**src/verilog/wb_inter_pkg.sv**
```systemverilog
// Wishbone interconnect shared definitions
`default_nettype none

package wb_inter_pkg;

  // Bus widths
  localparam int WB_DW = 32;
  localparam int WB_AW = 32;
  localparam int WB_SW = 4;

  // Target id width and master count
  localparam int TID_W   = 2;
  localparam int NUM_MST = 3;

  // Target ids, one per target port
  localparam logic [TID_W-1:0] TARGET_SPI    = 2'd0;
  localparam logic [TID_W-1:0] TARGET_UART   = 2'd1;
  localparam logic [TID_W-1:0] TARGET_PINMUX = 2'd2;

  // -------------------------------------------------------------------------
  // Memory map
  // 0x0xxx_xxxx      QSPI memory
  // 0x1000_xxxx      QSPI registers
  // 0x1001_xxxx      UART block
  // 0x1002_xxxx      pin mux
  // -------------------------------------------------------------------------
  localparam logic [3:0]  REGION_SPI_MEM = 4'h0;
  localparam logic [15:0] PAGE_SPI_REG   = 16'h1000;
  localparam logic [15:0] PAGE_UART      = 16'h1001;
  localparam logic [15:0] PAGE_PINMUX    = 16'h1002;

  // Default narrow address widths of target 1 and target 2
  localparam int S1_AW = 9;
  localparam int S2_AW = 10;

  // Address word, seen as region nibble or as 16-bit page
  typedef union packed {
    struct packed {
      logic [3:0]  region;
      logic [27:0] rest;
    } rgn;
    struct packed {
      logic [15:0] page;
      logic [15:0] offset;
    } pg;
  } wb_addr_u;

endpackage

`default_nettype wire

```
**src/verilog/wb_addr_decode.sv**
```systemverilog
// Wishbone address decoder
`timescale 1ns/1ps
`default_nettype none

module wb_addr_decode (
  // Master address
  input  wire logic [wb_inter_pkg::WB_AW-1:0] wbd_adr_i,
  // Target id of that address
  output logic      [wb_inter_pkg::TID_W-1:0] wbd_tid_o
);

  import wb_inter_pkg::*;

  // Address viewed both ways
  wb_addr_u adr_u;

  assign adr_u = wbd_adr_i;

  // -------------------------------------------------------------------------
  // Map decode
  // -------------------------------------------------------------------------
  always_comb begin
    // Region test has priority over the page tests
    if (adr_u.rgn.region == REGION_SPI_MEM) begin
      wbd_tid_o = TARGET_SPI;
    end else begin
      case (adr_u.pg.page)
        // QSPI register page shares the memory port
        PAGE_SPI_REG: begin
          wbd_tid_o = TARGET_SPI;
        end
        // UART block
        PAGE_UART: begin
          wbd_tid_o = TARGET_UART;
        end
        // Pin mux
        PAGE_PINMUX: begin
          wbd_tid_o = TARGET_PINMUX;
        end
        // Unmapped space falls back to the QSPI port
        default: begin
          wbd_tid_o = TARGET_SPI;
        end
      endcase
    end
  end

endmodule

`default_nettype wire

```
**src/verilog/wb_target_port.sv**
```systemverilog
// Wishbone target port with round-robin arbiter
`timescale 1ns/1ps
`default_nettype none

module wb_target_port #(
  // Id this port answers to
  parameter logic [wb_inter_pkg::TID_W-1:0] TARGET_ID = wb_inter_pkg::TARGET_SPI
) (
  input  wire logic clk_i,
  input  wire logic rst_n_i,

  // Master requests, one entry per master
  input  wire logic [wb_inter_pkg::NUM_MST-1:0][wb_inter_pkg::WB_DW-1:0] m_dat_i,
  input  wire logic [wb_inter_pkg::NUM_MST-1:0][wb_inter_pkg::WB_AW-1:0] m_adr_i,
  input  wire logic [wb_inter_pkg::NUM_MST-1:0][wb_inter_pkg::WB_SW-1:0] m_sel_i,
  input  wire logic [wb_inter_pkg::NUM_MST-1:0]                          m_we_i,
  input  wire logic [wb_inter_pkg::NUM_MST-1:0]                          m_cyc_i,
  input  wire logic [wb_inter_pkg::NUM_MST-1:0]                          m_stb_i,
  input  wire logic [wb_inter_pkg::NUM_MST-1:0][wb_inter_pkg::TID_W-1:0] m_tid_i,

  // Responses back to each master
  output logic      [wb_inter_pkg::NUM_MST-1:0][wb_inter_pkg::WB_DW-1:0] m_dat_o,
  output logic      [wb_inter_pkg::NUM_MST-1:0]                          m_ack_o,

  // Target response
  input  wire logic [wb_inter_pkg::WB_DW-1:0]                            s_dat_i,
  input  wire logic                                                      s_ack_i,

  // Target request
  output logic      [wb_inter_pkg::WB_DW-1:0]                            s_dat_o,
  output logic      [wb_inter_pkg::WB_AW-1:0]                            s_adr_o,
  output logic      [wb_inter_pkg::WB_SW-1:0]                            s_sel_o,
  output logic                                                           s_we_o,
  output logic                                                           s_cyc_o,
  output logic                                                           s_stb_o
);

  import wb_inter_pkg::*;

  // Width of a master index
  localparam int IDX_W = $clog2(NUM_MST);

  // Masters addressing this port
  logic [NUM_MST-1:0] req;
  // Port owned by a master
  logic               busy_q;
  // Current grant, doubles as last-granted pointer when idle
  logic [IDX_W-1:0]   gnt_q;
  // Arbiter result for the next idle edge
  logic               nxt_vld;
  logic [IDX_W-1:0]   nxt_idx;
  // Granted master still on its cycle to this port
  logic               gnt_hit;

  // -------------------------------------------------------------------------
  // Request detect
  // -------------------------------------------------------------------------
  always_comb begin
    for (int k = 0; k < NUM_MST; k++) begin
      req[k] = m_cyc_i[k] & m_stb_i[k] & (m_tid_i[k] == TARGET_ID);
    end
  end

  // -------------------------------------------------------------------------
  // Round-robin pick
  // -------------------------------------------------------------------------
  // Search starts one past the last grant and wraps
  always_comb begin : rr_pick
    int unsigned cand;
    nxt_vld = 1'b0;
    nxt_idx = gnt_q;
    for (int i = 1; i <= NUM_MST; i++) begin
      cand = (int'(gnt_q) + i) % NUM_MST;
      if (!nxt_vld && req[cand]) begin
        nxt_vld = 1'b1;
        nxt_idx = IDX_W'(cand);
      end
    end
  end

  // Owner keeps the port while its cycle stays aimed here
  assign gnt_hit = m_cyc_i[gnt_q] & (m_tid_i[gnt_q] == TARGET_ID);

  // -------------------------------------------------------------------------
  // Grant state
  // -------------------------------------------------------------------------
  always_ff @(posedge clk_i) begin
    if (!rst_n_i) begin
      busy_q <= 1'b0;
      // Pointer at m2 so m0 wins first
      gnt_q  <= IDX_W'(NUM_MST - 1);
    end else if (!busy_q) begin
      // Idle, grant on this edge
      if (nxt_vld) begin
        busy_q <= 1'b1;
        gnt_q  <= nxt_idx;
      end
    end else if (!gnt_hit) begin
      // Owner dropped cyc, free the port
      busy_q <= 1'b0;
    end
  end

  // -------------------------------------------------------------------------
  // Request forwarding
  // -------------------------------------------------------------------------
  // Payload follows the grant index directly
  assign s_dat_o = m_dat_i[gnt_q];
  assign s_adr_o = m_adr_i[gnt_q];
  assign s_sel_o = m_sel_i[gnt_q];
  assign s_we_o  = m_we_i[gnt_q];

  // Strobes only while owned
  assign s_cyc_o = busy_q & gnt_hit;
  assign s_stb_o = busy_q & gnt_hit & m_stb_i[gnt_q];

  // -------------------------------------------------------------------------
  // Response steering
  // -------------------------------------------------------------------------
  always_comb begin
    for (int k = 0; k < NUM_MST; k++) begin
      // Read data goes to everyone, ack only to the owner
      m_dat_o[k] = s_dat_i;
      m_ack_o[k] = busy_q & gnt_hit & s_ack_i & (gnt_q == IDX_W'(k));
    end
  end

endmodule

`default_nettype wire

```
**src/verilog/wb_resp_mux.sv**
```systemverilog
// Wishbone master response mux
`timescale 1ns/1ps
`default_nettype none

module wb_resp_mux (
  // Target id of this master's current address
  input  wire logic [wb_inter_pkg::TID_W-1:0] tid_i,

  // Read data from each target port
  input  wire logic [wb_inter_pkg::WB_DW-1:0] s0_dat_i,
  input  wire logic [wb_inter_pkg::WB_DW-1:0] s1_dat_i,
  input  wire logic [wb_inter_pkg::WB_DW-1:0] s2_dat_i,

  // Ack from each target port
  input  wire logic                           s0_ack_i,
  input  wire logic                           s1_ack_i,
  input  wire logic                           s2_ack_i,

  // Response to the master
  output logic      [wb_inter_pkg::WB_DW-1:0] dat_o,
  output logic                                ack_o
);

  import wb_inter_pkg::*;

  // -------------------------------------------------------------------------
  // Select by target id
  // -------------------------------------------------------------------------
  always_comb begin
    case (tid_i)
      // UART port
      TARGET_UART: begin
        dat_o = s1_dat_i;
        ack_o = s1_ack_i;
      end
      // Pin mux port
      TARGET_PINMUX: begin
        dat_o = s2_dat_i;
        ack_o = s2_ack_i;
      end
      // QSPI port, also the decode fallback
      default: begin
        dat_o = s0_dat_i;
        ack_o = s0_ack_i;
      end
    endcase
  end

endmodule

`default_nettype wire

```
**src/verilog/wb_interconnect.sv**
```systemverilog
// Wishbone shared-bus interconnect
`timescale 1ns/1ps
`default_nettype none

module wb_interconnect #(
  // Address width of the UART port
  parameter int S1_AW = wb_inter_pkg::S1_AW,
  // Address width of the pin mux port
  parameter int S2_AW = wb_inter_pkg::S2_AW
) (
  input  wire logic                           clk_i,
  input  wire logic                           rst_n_i,

  // Master 0, external host
  input  wire logic [wb_inter_pkg::WB_DW-1:0] m0_wbd_dat_i,
  input  wire logic [wb_inter_pkg::WB_AW-1:0] m0_wbd_adr_i,
  input  wire logic [wb_inter_pkg::WB_SW-1:0] m0_wbd_sel_i,
  input  wire logic                           m0_wbd_we_i,
  input  wire logic                           m0_wbd_cyc_i,
  input  wire logic                           m0_wbd_stb_i,
  output logic      [wb_inter_pkg::WB_DW-1:0] m0_wbd_dat_o,
  output logic                                m0_wbd_ack_o,

  // Master 1, RISC instruction port
  input  wire logic [wb_inter_pkg::WB_DW-1:0] m1_wbd_dat_i,
  input  wire logic [wb_inter_pkg::WB_AW-1:0] m1_wbd_adr_i,
  input  wire logic [wb_inter_pkg::WB_SW-1:0] m1_wbd_sel_i,
  input  wire logic                           m1_wbd_we_i,
  input  wire logic                           m1_wbd_cyc_i,
  input  wire logic                           m1_wbd_stb_i,
  output logic      [wb_inter_pkg::WB_DW-1:0] m1_wbd_dat_o,
  output logic                                m1_wbd_ack_o,

  // Master 2, RISC data port
  input  wire logic [wb_inter_pkg::WB_DW-1:0] m2_wbd_dat_i,
  input  wire logic [wb_inter_pkg::WB_AW-1:0] m2_wbd_adr_i,
  input  wire logic [wb_inter_pkg::WB_SW-1:0] m2_wbd_sel_i,
  input  wire logic                           m2_wbd_we_i,
  input  wire logic                           m2_wbd_cyc_i,
  input  wire logic                           m2_wbd_stb_i,
  output logic      [wb_inter_pkg::WB_DW-1:0] m2_wbd_dat_o,
  output logic                                m2_wbd_ack_o,

  // Target 0, QSPI memory and registers
  input  wire logic [wb_inter_pkg::WB_DW-1:0] s0_wbd_dat_i,
  input  wire logic                           s0_wbd_ack_i,
  output logic      [wb_inter_pkg::WB_DW-1:0] s0_wbd_dat_o,
  output logic      [wb_inter_pkg::WB_AW-1:0] s0_wbd_adr_o,
  output logic      [wb_inter_pkg::WB_SW-1:0] s0_wbd_sel_o,
  output logic                                s0_wbd_we_o,
  output logic                                s0_wbd_cyc_o,
  output logic                                s0_wbd_stb_o,

  // Target 1, UART block
  input  wire logic [wb_inter_pkg::WB_DW-1:0] s1_wbd_dat_i,
  input  wire logic                           s1_wbd_ack_i,
  output logic      [wb_inter_pkg::WB_DW-1:0] s1_wbd_dat_o,
  output logic      [S1_AW-1:0]               s1_wbd_adr_o,
  output logic      [wb_inter_pkg::WB_SW-1:0] s1_wbd_sel_o,
  output logic                                s1_wbd_we_o,
  output logic                                s1_wbd_cyc_o,
  output logic                                s1_wbd_stb_o,

  // Target 2, pin mux
  input  wire logic [wb_inter_pkg::WB_DW-1:0] s2_wbd_dat_i,
  input  wire logic                           s2_wbd_ack_i,
  output logic      [wb_inter_pkg::WB_DW-1:0] s2_wbd_dat_o,
  output logic      [S2_AW-1:0]               s2_wbd_adr_o,
  output logic      [wb_inter_pkg::WB_SW-1:0] s2_wbd_sel_o,
  output logic                                s2_wbd_we_o,
  output logic                                s2_wbd_cyc_o,
  output logic                                s2_wbd_stb_o
);

  import wb_inter_pkg::*;

  // Target id per master
  logic [TID_W-1:0] m0_tid;
  logic [TID_W-1:0] m1_tid;
  logic [TID_W-1:0] m2_tid;

  // Master requests packed for the target ports, m0 at index 0
  logic [NUM_MST-1:0][WB_DW-1:0] m_dat;
  logic [NUM_MST-1:0][WB_AW-1:0] m_adr;
  logic [NUM_MST-1:0][WB_SW-1:0] m_sel;
  logic [NUM_MST-1:0]            m_we;
  logic [NUM_MST-1:0]            m_cyc;
  logic [NUM_MST-1:0]            m_stb;
  logic [NUM_MST-1:0][TID_W-1:0] m_tid;

  // Per-master returns of each target port
  logic [NUM_MST-1:0][WB_DW-1:0] tp0_dat;
  logic [NUM_MST-1:0][WB_DW-1:0] tp1_dat;
  logic [NUM_MST-1:0][WB_DW-1:0] tp2_dat;
  logic [NUM_MST-1:0]            tp0_ack;
  logic [NUM_MST-1:0]            tp1_ack;
  logic [NUM_MST-1:0]            tp2_ack;

  // Full-width addresses before the cut
  logic [WB_AW-1:0] s1_adr_full;
  logic [WB_AW-1:0] s2_adr_full;

  // -------------------------------------------------------------------------
  // Address decode
  // -------------------------------------------------------------------------
  wb_addr_decode u_dec0 (.wbd_adr_i(m0_wbd_adr_i), .wbd_tid_o(m0_tid));
  wb_addr_decode u_dec1 (.wbd_adr_i(m1_wbd_adr_i), .wbd_tid_o(m1_tid));
  wb_addr_decode u_dec2 (.wbd_adr_i(m2_wbd_adr_i), .wbd_tid_o(m2_tid));

  // Master bundles
  assign m_dat = {m2_wbd_dat_i, m1_wbd_dat_i, m0_wbd_dat_i};
  assign m_adr = {m2_wbd_adr_i, m1_wbd_adr_i, m0_wbd_adr_i};
  assign m_sel = {m2_wbd_sel_i, m1_wbd_sel_i, m0_wbd_sel_i};
  assign m_we  = {m2_wbd_we_i,  m1_wbd_we_i,  m0_wbd_we_i};
  assign m_cyc = {m2_wbd_cyc_i, m1_wbd_cyc_i, m0_wbd_cyc_i};
  assign m_stb = {m2_wbd_stb_i, m1_wbd_stb_i, m0_wbd_stb_i};
  assign m_tid = {m2_tid, m1_tid, m0_tid};

  // -------------------------------------------------------------------------
  // Target ports
  // -------------------------------------------------------------------------
  // QSPI
  wb_target_port #(.TARGET_ID(TARGET_SPI)) u_s0 (
    .clk_i   (clk_i),        .rst_n_i (rst_n_i),
    .m_dat_i (m_dat),        .m_adr_i (m_adr),        .m_sel_i (m_sel),
    .m_we_i  (m_we),         .m_cyc_i (m_cyc),        .m_stb_i (m_stb),
    .m_tid_i (m_tid),        .m_dat_o (tp0_dat),      .m_ack_o (tp0_ack),
    .s_dat_i (s0_wbd_dat_i), .s_ack_i (s0_wbd_ack_i),
    .s_dat_o (s0_wbd_dat_o), .s_adr_o (s0_wbd_adr_o), .s_sel_o (s0_wbd_sel_o),
    .s_we_o  (s0_wbd_we_o),  .s_cyc_o (s0_wbd_cyc_o), .s_stb_o (s0_wbd_stb_o)
  );

  // UART
  wb_target_port #(.TARGET_ID(TARGET_UART)) u_s1 (
    .clk_i   (clk_i),        .rst_n_i (rst_n_i),
    .m_dat_i (m_dat),        .m_adr_i (m_adr),        .m_sel_i (m_sel),
    .m_we_i  (m_we),         .m_cyc_i (m_cyc),        .m_stb_i (m_stb),
    .m_tid_i (m_tid),        .m_dat_o (tp1_dat),      .m_ack_o (tp1_ack),
    .s_dat_i (s1_wbd_dat_i), .s_ack_i (s1_wbd_ack_i),
    .s_dat_o (s1_wbd_dat_o), .s_adr_o (s1_adr_full),  .s_sel_o (s1_wbd_sel_o),
    .s_we_o  (s1_wbd_we_o),  .s_cyc_o (s1_wbd_cyc_o), .s_stb_o (s1_wbd_stb_o)
  );

  // Pin mux
  wb_target_port #(.TARGET_ID(TARGET_PINMUX)) u_s2 (
    .clk_i   (clk_i),        .rst_n_i (rst_n_i),
    .m_dat_i (m_dat),        .m_adr_i (m_adr),        .m_sel_i (m_sel),
    .m_we_i  (m_we),         .m_cyc_i (m_cyc),        .m_stb_i (m_stb),
    .m_tid_i (m_tid),        .m_dat_o (tp2_dat),      .m_ack_o (tp2_ack),
    .s_dat_i (s2_wbd_dat_i), .s_ack_i (s2_wbd_ack_i),
    .s_dat_o (s2_wbd_dat_o), .s_adr_o (s2_adr_full),  .s_sel_o (s2_wbd_sel_o),
    .s_we_o  (s2_wbd_we_o),  .s_cyc_o (s2_wbd_cyc_o), .s_stb_o (s2_wbd_stb_o)
  );

  // Narrow targets see only the low address bits
  assign s1_wbd_adr_o = s1_adr_full[S1_AW-1:0];
  assign s2_wbd_adr_o = s2_adr_full[S2_AW-1:0];

  // -------------------------------------------------------------------------
  // Master responses
  // -------------------------------------------------------------------------
  wb_resp_mux u_rsp0 (
    .tid_i    (m0_tid),
    .s0_dat_i (tp0_dat[0]), .s1_dat_i (tp1_dat[0]), .s2_dat_i (tp2_dat[0]),
    .s0_ack_i (tp0_ack[0]), .s1_ack_i (tp1_ack[0]), .s2_ack_i (tp2_ack[0]),
    .dat_o    (m0_wbd_dat_o),
    .ack_o    (m0_wbd_ack_o)
  );

  wb_resp_mux u_rsp1 (
    .tid_i    (m1_tid),
    .s0_dat_i (tp0_dat[1]), .s1_dat_i (tp1_dat[1]), .s2_dat_i (tp2_dat[1]),
    .s0_ack_i (tp0_ack[1]), .s1_ack_i (tp1_ack[1]), .s2_ack_i (tp2_ack[1]),
    .dat_o    (m1_wbd_dat_o),
    .ack_o    (m1_wbd_ack_o)
  );

  wb_resp_mux u_rsp2 (
    .tid_i    (m2_tid),
    .s0_dat_i (tp0_dat[2]), .s1_dat_i (tp1_dat[2]), .s2_dat_i (tp2_dat[2]),
    .s0_ack_i (tp0_ack[2]), .s1_ack_i (tp1_ack[2]), .s2_ack_i (tp2_ack[2]),
    .dat_o    (m2_wbd_dat_o),
    .ack_o    (m2_wbd_ack_o)
  );

endmodule

`default_nettype wire

```
**config.mk**
```make
export PLATFORM = sky130hd
export DESIGN_NAME = wb_interconnect
export DESIGN_NICKNAME = d
export VERILOG_FILES = /design/src/verilog/wb_inter_pkg.sv /design/src/verilog/wb_addr_decode.sv /design/src/verilog/wb_target_port.sv /design/src/verilog/wb_resp_mux.sv /design/src/verilog/wb_interconnect.sv
export SDC_FILE = /design/constraint.sdc
export NUM_CORES = 1
export LEC_CHECK = 0
export BUFFER_PORTS_ARGS = -buffer_cell sky130_fd_sc_hd__buf_4
export CAP_MARGIN = 20
export CORE_AREA = 2 2 225 227
export CTS_CLUSTER_DIAMETER = 50
export DETAILED_ROUTE_END_ITERATION = 16
export DIE_AREA = 0 0 227 229
export PLACE_DENSITY = 0.46
export REMOVE_ABC_BUFFERS = 1
export SYNTH_ARGS = -nofsm -noshare
export SYNTH_HDL_FRONTEND = slang
export SYNTH_HIERARCHICAL = 1
export SYNTH_SLANG_ARGS = --single-unit
```
**constraint.sdc**
```tcl
create_clock -name clk_i -period 3.5 [get_ports clk_i]
set_input_delay 0.35 -clock clk_i [delete_from_list [all_inputs] [get_ports clk_i]]
set_output_delay 0.35 -clock clk_i [all_outputs]
set_load 0.02 [all_outputs]
```
Word level (Yosys, flattened, before mapping) --
Index checks and enable logic that the tools add are counted.
Word-level totals: bits in registers 9, output and inout port bits 267, logic and storage cells 219
Operators by class: add/subtract/negate cells 9, div/mod/pow operators 9, magnitude comparators 12, equal/unequal tests 20, muxes and demuxes 99, bitwise operators 36, reductions and logical operators 28
Operators by type and width (count):
- binary-select mux 32 bit (select 2 bit) | 6
- < comparator 32 x 3 -> 1 bit, second input constant | 9
- remainder unit 32 x 3 -> 32 bit, second input constant | 9
- case mux 32 bit (2 select lines) | 3
- two-way mux 32 bit | 4
- == test 16 x 13 -> 1 bit, second input constant | 6
- binary-select mux 1 bit (select 2 bit) | 18
- two-way mux 1 bit | 36
- AND 1 bit | 33
- two-way mux 2 bit | 15
- binary-select mux 4 bit (select 2 bit) | 3
- adder 2 x 2 -> 3 bit, second input constant | 6
- == test 2 x 1 -> 1 bit, second input constant | 7
- == test 2 bit, second input constant | 7
- logical NOT 2 bit | 7
- binary-select mux 2 bit (select 2 bit) | 3
- logical NOT 4 bit | 3
- two-way mux 4 bit | 3
- case mux 2 bit (2 select lines) | 3
- two-way mux 10 bit | 1
- adder 2 x 1 -> 3 bit, second input constant | 3
- < comparator 2 x 3 -> 1 bit, second input constant | 3
- two-way mux 9 bit | 1
- AND reduction 3 bit | 3
- other kinds (5) | 21

Longest topological paths before layout --
depth after elaboration 16, mapped depth 10

Modules after synthesis --
Netlist, hierarchy kept.
By module, submodules not included:
- wb_resp_mux | times used 3, cells each 118, area each 1017.2 um2, seq. area each 0.0 um2
- wb_target_port (u_s1) | times used 1, cells each 382, area each 2588.7 um2, seq. area each 60.1 um2
- wb_target_port (u_s2) | times used 1, cells each 381, area each 2585.0 um2, seq. area each 60.1 um2
- wb_target_port (u_s0) | times used 1, cells each 383, area each 2558.7 um2, seq. area each 60.1 um2
- wb_addr_decode | times used 3, cells each 7, area each 61.3 um2, seq. area each 0.0 um2

Worst setup path before layout --
OpenSTA, ideal clock, no wires.
kind input to output, from in m0_wbd_adr_i[21] (netlist name), to out m2_wbd_ack_o, arrival time 3317 ps, setup slack -167 ps, stages 8, buffers on the path 0, path through or4_1 nor4_1 nor4bb_1 o21ai_0 a21boi_1 and3_1 a22oi_1 o21ai_0
On the way: word-level cells in the longest chain between the ends 11
Ends and longest elaborated chain:
- from (decl) | RTL line wb_interconnect.sv:16 | input wire logic [wb_inter_pkg::WB_AW-1:0] m0_wbd_adr_i,
- == test 16 x 13 -> 1 bit | RTL line wb_addr_decode.sv:27 | case (adr_u.pg.page)
- case mux 2 bit (2 select lines) * | RTL line wb_addr_decode.sv:27
- two-way mux 2 bit * | RTL line wb_addr_decode.sv:24 | if (adr_u.rgn.region == REGION_SPI_MEM) begin
- net m0_tid[1] | RTL line wb_interconnect.sv:78 | logic [TID_W-1:0] m0_tid;
- binary-select mux 2 bit (select 2 bit) * | RTL line wb_target_port.sv:82 | assign gnt_hit = m_cyc_i[gnt_q] & (m_tid_i[gnt_q] == TARGET_ID);
- two-way mux 2 bit (not written as such) * | RTL line wb_target_port.sv:82
- == test 2 bit * | RTL line wb_target_port.sv:82
- AND 1 bit * | RTL line wb_target_port.sv:82
- AND 1 bit *
- net s2_wbd_cyc_o | RTL line wb_interconnect.sv:71 | output logic s2_wbd_cyc_o,
- AND 1 bit * (2 in a row) | RTL line wb_target_port.sv:124 | m_ack_o[k] = busy_q & gnt_hit & s_ack_i & (gnt_q == IDX_W'(k));
- net tp2_ack[2] | RTL line wb_interconnect.sv:97 | logic [NUM_MST-1:0] tp2_ack;
- case mux 1 bit (2 select lines) * | RTL line wb_resp_mux.sv:30 | case (tid_i)
- to (decl) | RTL line wb_interconnect.sv:42 | output logic m2_wbd_ack_o,
The timed path passes the listed nets; every way through them passes the cells marked *. The select of a mux whose other input is x is not followed.

Worst setup path in the final report --
from in m1_wbd_adr_i[26] (netlist name), to out m1_wbd_ack_o
On the way: word-level cells in the longest chain between the ends 11
Ends and longest elaborated chain:
- from (decl) | RTL line wb_interconnect.sv:26 | input wire logic [wb_inter_pkg::WB_AW-1:0] m1_wbd_adr_i,
- == test 16 x 13 -> 1 bit | RTL line wb_addr_decode.sv:27
- case mux 2 bit (2 select lines) * | RTL line wb_addr_decode.sv:27
- two-way mux 2 bit * | RTL line wb_addr_decode.sv:24
- net m1_tid[0] | RTL line wb_interconnect.sv:79 | logic [TID_W-1:0] m1_tid;
- binary-select mux 2 bit (select 2 bit) * | RTL line wb_target_port.sv:82
- two-way mux 2 bit (not written as such) * | RTL line wb_target_port.sv:82
- == test 2 bit * | RTL line wb_target_port.sv:82
- AND 1 bit * | RTL line wb_target_port.sv:82
- AND 1 bit * (3 in a row) | RTL line wb_target_port.sv:124
- net tp2_ack[1] | RTL line wb_interconnect.sv:97
- case mux 1 bit (2 select lines) * | RTL line wb_resp_mux.sv:30
- to (decl) | RTL line wb_interconnect.sv:32 | output logic m1_wbd_ack_o,
Marks and branches as above.

==> reports/metrics.yaml <==
start_kind: "input port"
grt_overflow: 0
grt_pass1_wl_mm: 69.0
outcome: "completed"
routed_wl_mm: 47.7
cts_buffers: 3
place_congestion: 0.878
met3_length_mm: 3.92
layout_commonest_cell: "buf_4"
htreeDepth: 1
dpl_worst_slack_ns: -0.0146
drc: 0
cts_tree: "yes"
wl_met1_mm: 18.5
final_util: 0.262
critPathKind: "input port to output pin"
min_period_ns: 3.33
fin_ws_ns: 0.175
reg2reg_slack_ns: 1.32
rsz0062_at_grt: "no"
start_util: 0.203
tightest_slew_ns: 1.00
hold_viol: 0
die_h_um: 229
dr_wl_met2_mm: 23.8
yosys_warnings: 6
clock_path_buffers: 2
coreArea_um2: 49700
maxUsedRoutingLayer: "met5"
max_stage_delay_ns: 0.63
powerDensity_nw_per_um2: 481
diodes: 0
slew_headroom: 0.332
grt_antenna_before_repair: 1
drv_cap: 0
syn_to_final_growth_pct: 29.0
postSynthAreaPerCell_um2: 7.32
finalNetCount: 1957
path_common_cell: "buf_4"
setup-violations-final: 0
max_freq_ghz: 0.301
cts_hold_buf: 0
first_pass_iters: 5
cp_num_buf_inv: 3
avgRoutedWirePerCell_um: 20.8
place_hpwl_mm: 38.1
first_iter_violations: 558
antenna_left: 0
first_global_vias: 10786
ios: 581
cts.reportedPaths.clkPinSlew_ns: 0.04
cts_setup_buffers: 0
vias: 10712
vdd_drop_max_mv: 0.279
grt_start_max_net_pins: 65
setup.worst_path.end_class: "output pin"
cts_num_sinks: 9
syn_area_um2: 10100
worstPathMaxFanout: 10
via_per_inst: 4.67
crit_path_cell_trace: "buf_4, or4b_1, nor4_1, buf_4, and4b_2, o21ai_0, a21boi_2, and3_1, a22oi_1, o21ai_0, buf_4"
path_delay_family: "simple AND/OR/NAND/NOR gates"
clock_skew_ns: 0.00299
crit_arrival_ns: 2.98
cts_root_buf: "clkbuf_16"
die_w_um: 227
final_cell_mix: "buf_4 (629), nand2_1 (278), mux2i_1 (168)"
maxSlewViolCount: 0
worst_path_max_delay_cell: "or4b_1"
crit_required_ns: 3.15
grt_use_total: 0.170
period_share: 0.950
synthCells: 1380
hold_path_class: "input port to register"
portBuffers: 580
std_cell_rows: 82
insertion_delay_ns: 0.24
drive_gt1_frac: 0.531
p_leak_nw: 5.63
die_area_um2: 52000
area by class of cell:
cell class | instances | area, um2
fill | 5595 | 36600
sequential | 9 | 195
clock buffer | 4 | 78.8
inverter | 15 | 56.3
multi-input combinational | 958 | 6950
tap | 672 | 841
timing repair buffer | 638 | 4900
registers in the layout, indices dropped and copies added, names as in the netlist:
name         count
u_s0/busy_q      1
u_s0/gnt_q       2
u_s1/busy_q      1
u_s1/gnt_q       2
u_s2/busy_q      1
u_s2/gnt_q       2
worst register-to-register path: stages, from the launching register on:
cell,delay [ns]
dfxtp_4,0.61
inv_1,0.18
ha_1,0.42
o21ai_0,0.13
o32ai_2,0.29
a31oi_1,0.18
o211a_1,0.25
routing by layer:
layer  vias to the layer above  track usage
met5                         -            0
met4                         2       0.0494
met3                        60       0.0369
met2                       464        0.314
met1                      5094        0.195
li1                       5092            -
repair_timing:
| item | 4_1_cts | 5_1_grt |
|---|---|---|
| gates resized for setup | 1 | 4 |
| gates cloned | 0 | 0 |
| setup endpoints to repair | 1 | 3 |
worst paths after layout:
check                                 startpoint       endpoint  cells after the start
worst max register to register     u_s0/gnt_q[0]  u_s0/gnt_q[0]                      6
worst max-delay path            m1_wbd_adr_i[26]   m1_wbd_ack_o                     11
worst min-delay path                     rst_n_i  u_s0/gnt_q[1]                      2
worst min register to register     u_s2/gnt_q[0]  u_s2/gnt_q[0]                      1
power breakdown:
| group | internal [mW] | total [mW] | switching (mW) |
|---|---|---|---|
| sequential | 0.147 | 0.298 | 0.152 |
| clock | 0.153 | 0.210 | 0.0573 |
| combinational | 2.24 | 5.76 | 3.52 |
| total | 2.54 | 6.27 | 3.73 |
metrics by stage:
step | total power [mW] | instances | instance area [um2] | TNS, ns | hold WS (ns)
finish | 6.27 | 2296 | 13000 | 0 | 0.379
global route | 6.65 | 2296 | 13000 | 0 | 0.387
CTS | 6.34 | 2296 | 13000 | 0 | 0.382
detailed placement | 6.10 | 2292 | 12900 | -0.0146 | 0.578
global placement | 6.09 | 2292 | 12900 | -0.0560 | 0.590
floorplan | 3.35 | 982 | 7100 | -231.59 | 0.431
Power figures use the tool's default switching activity.
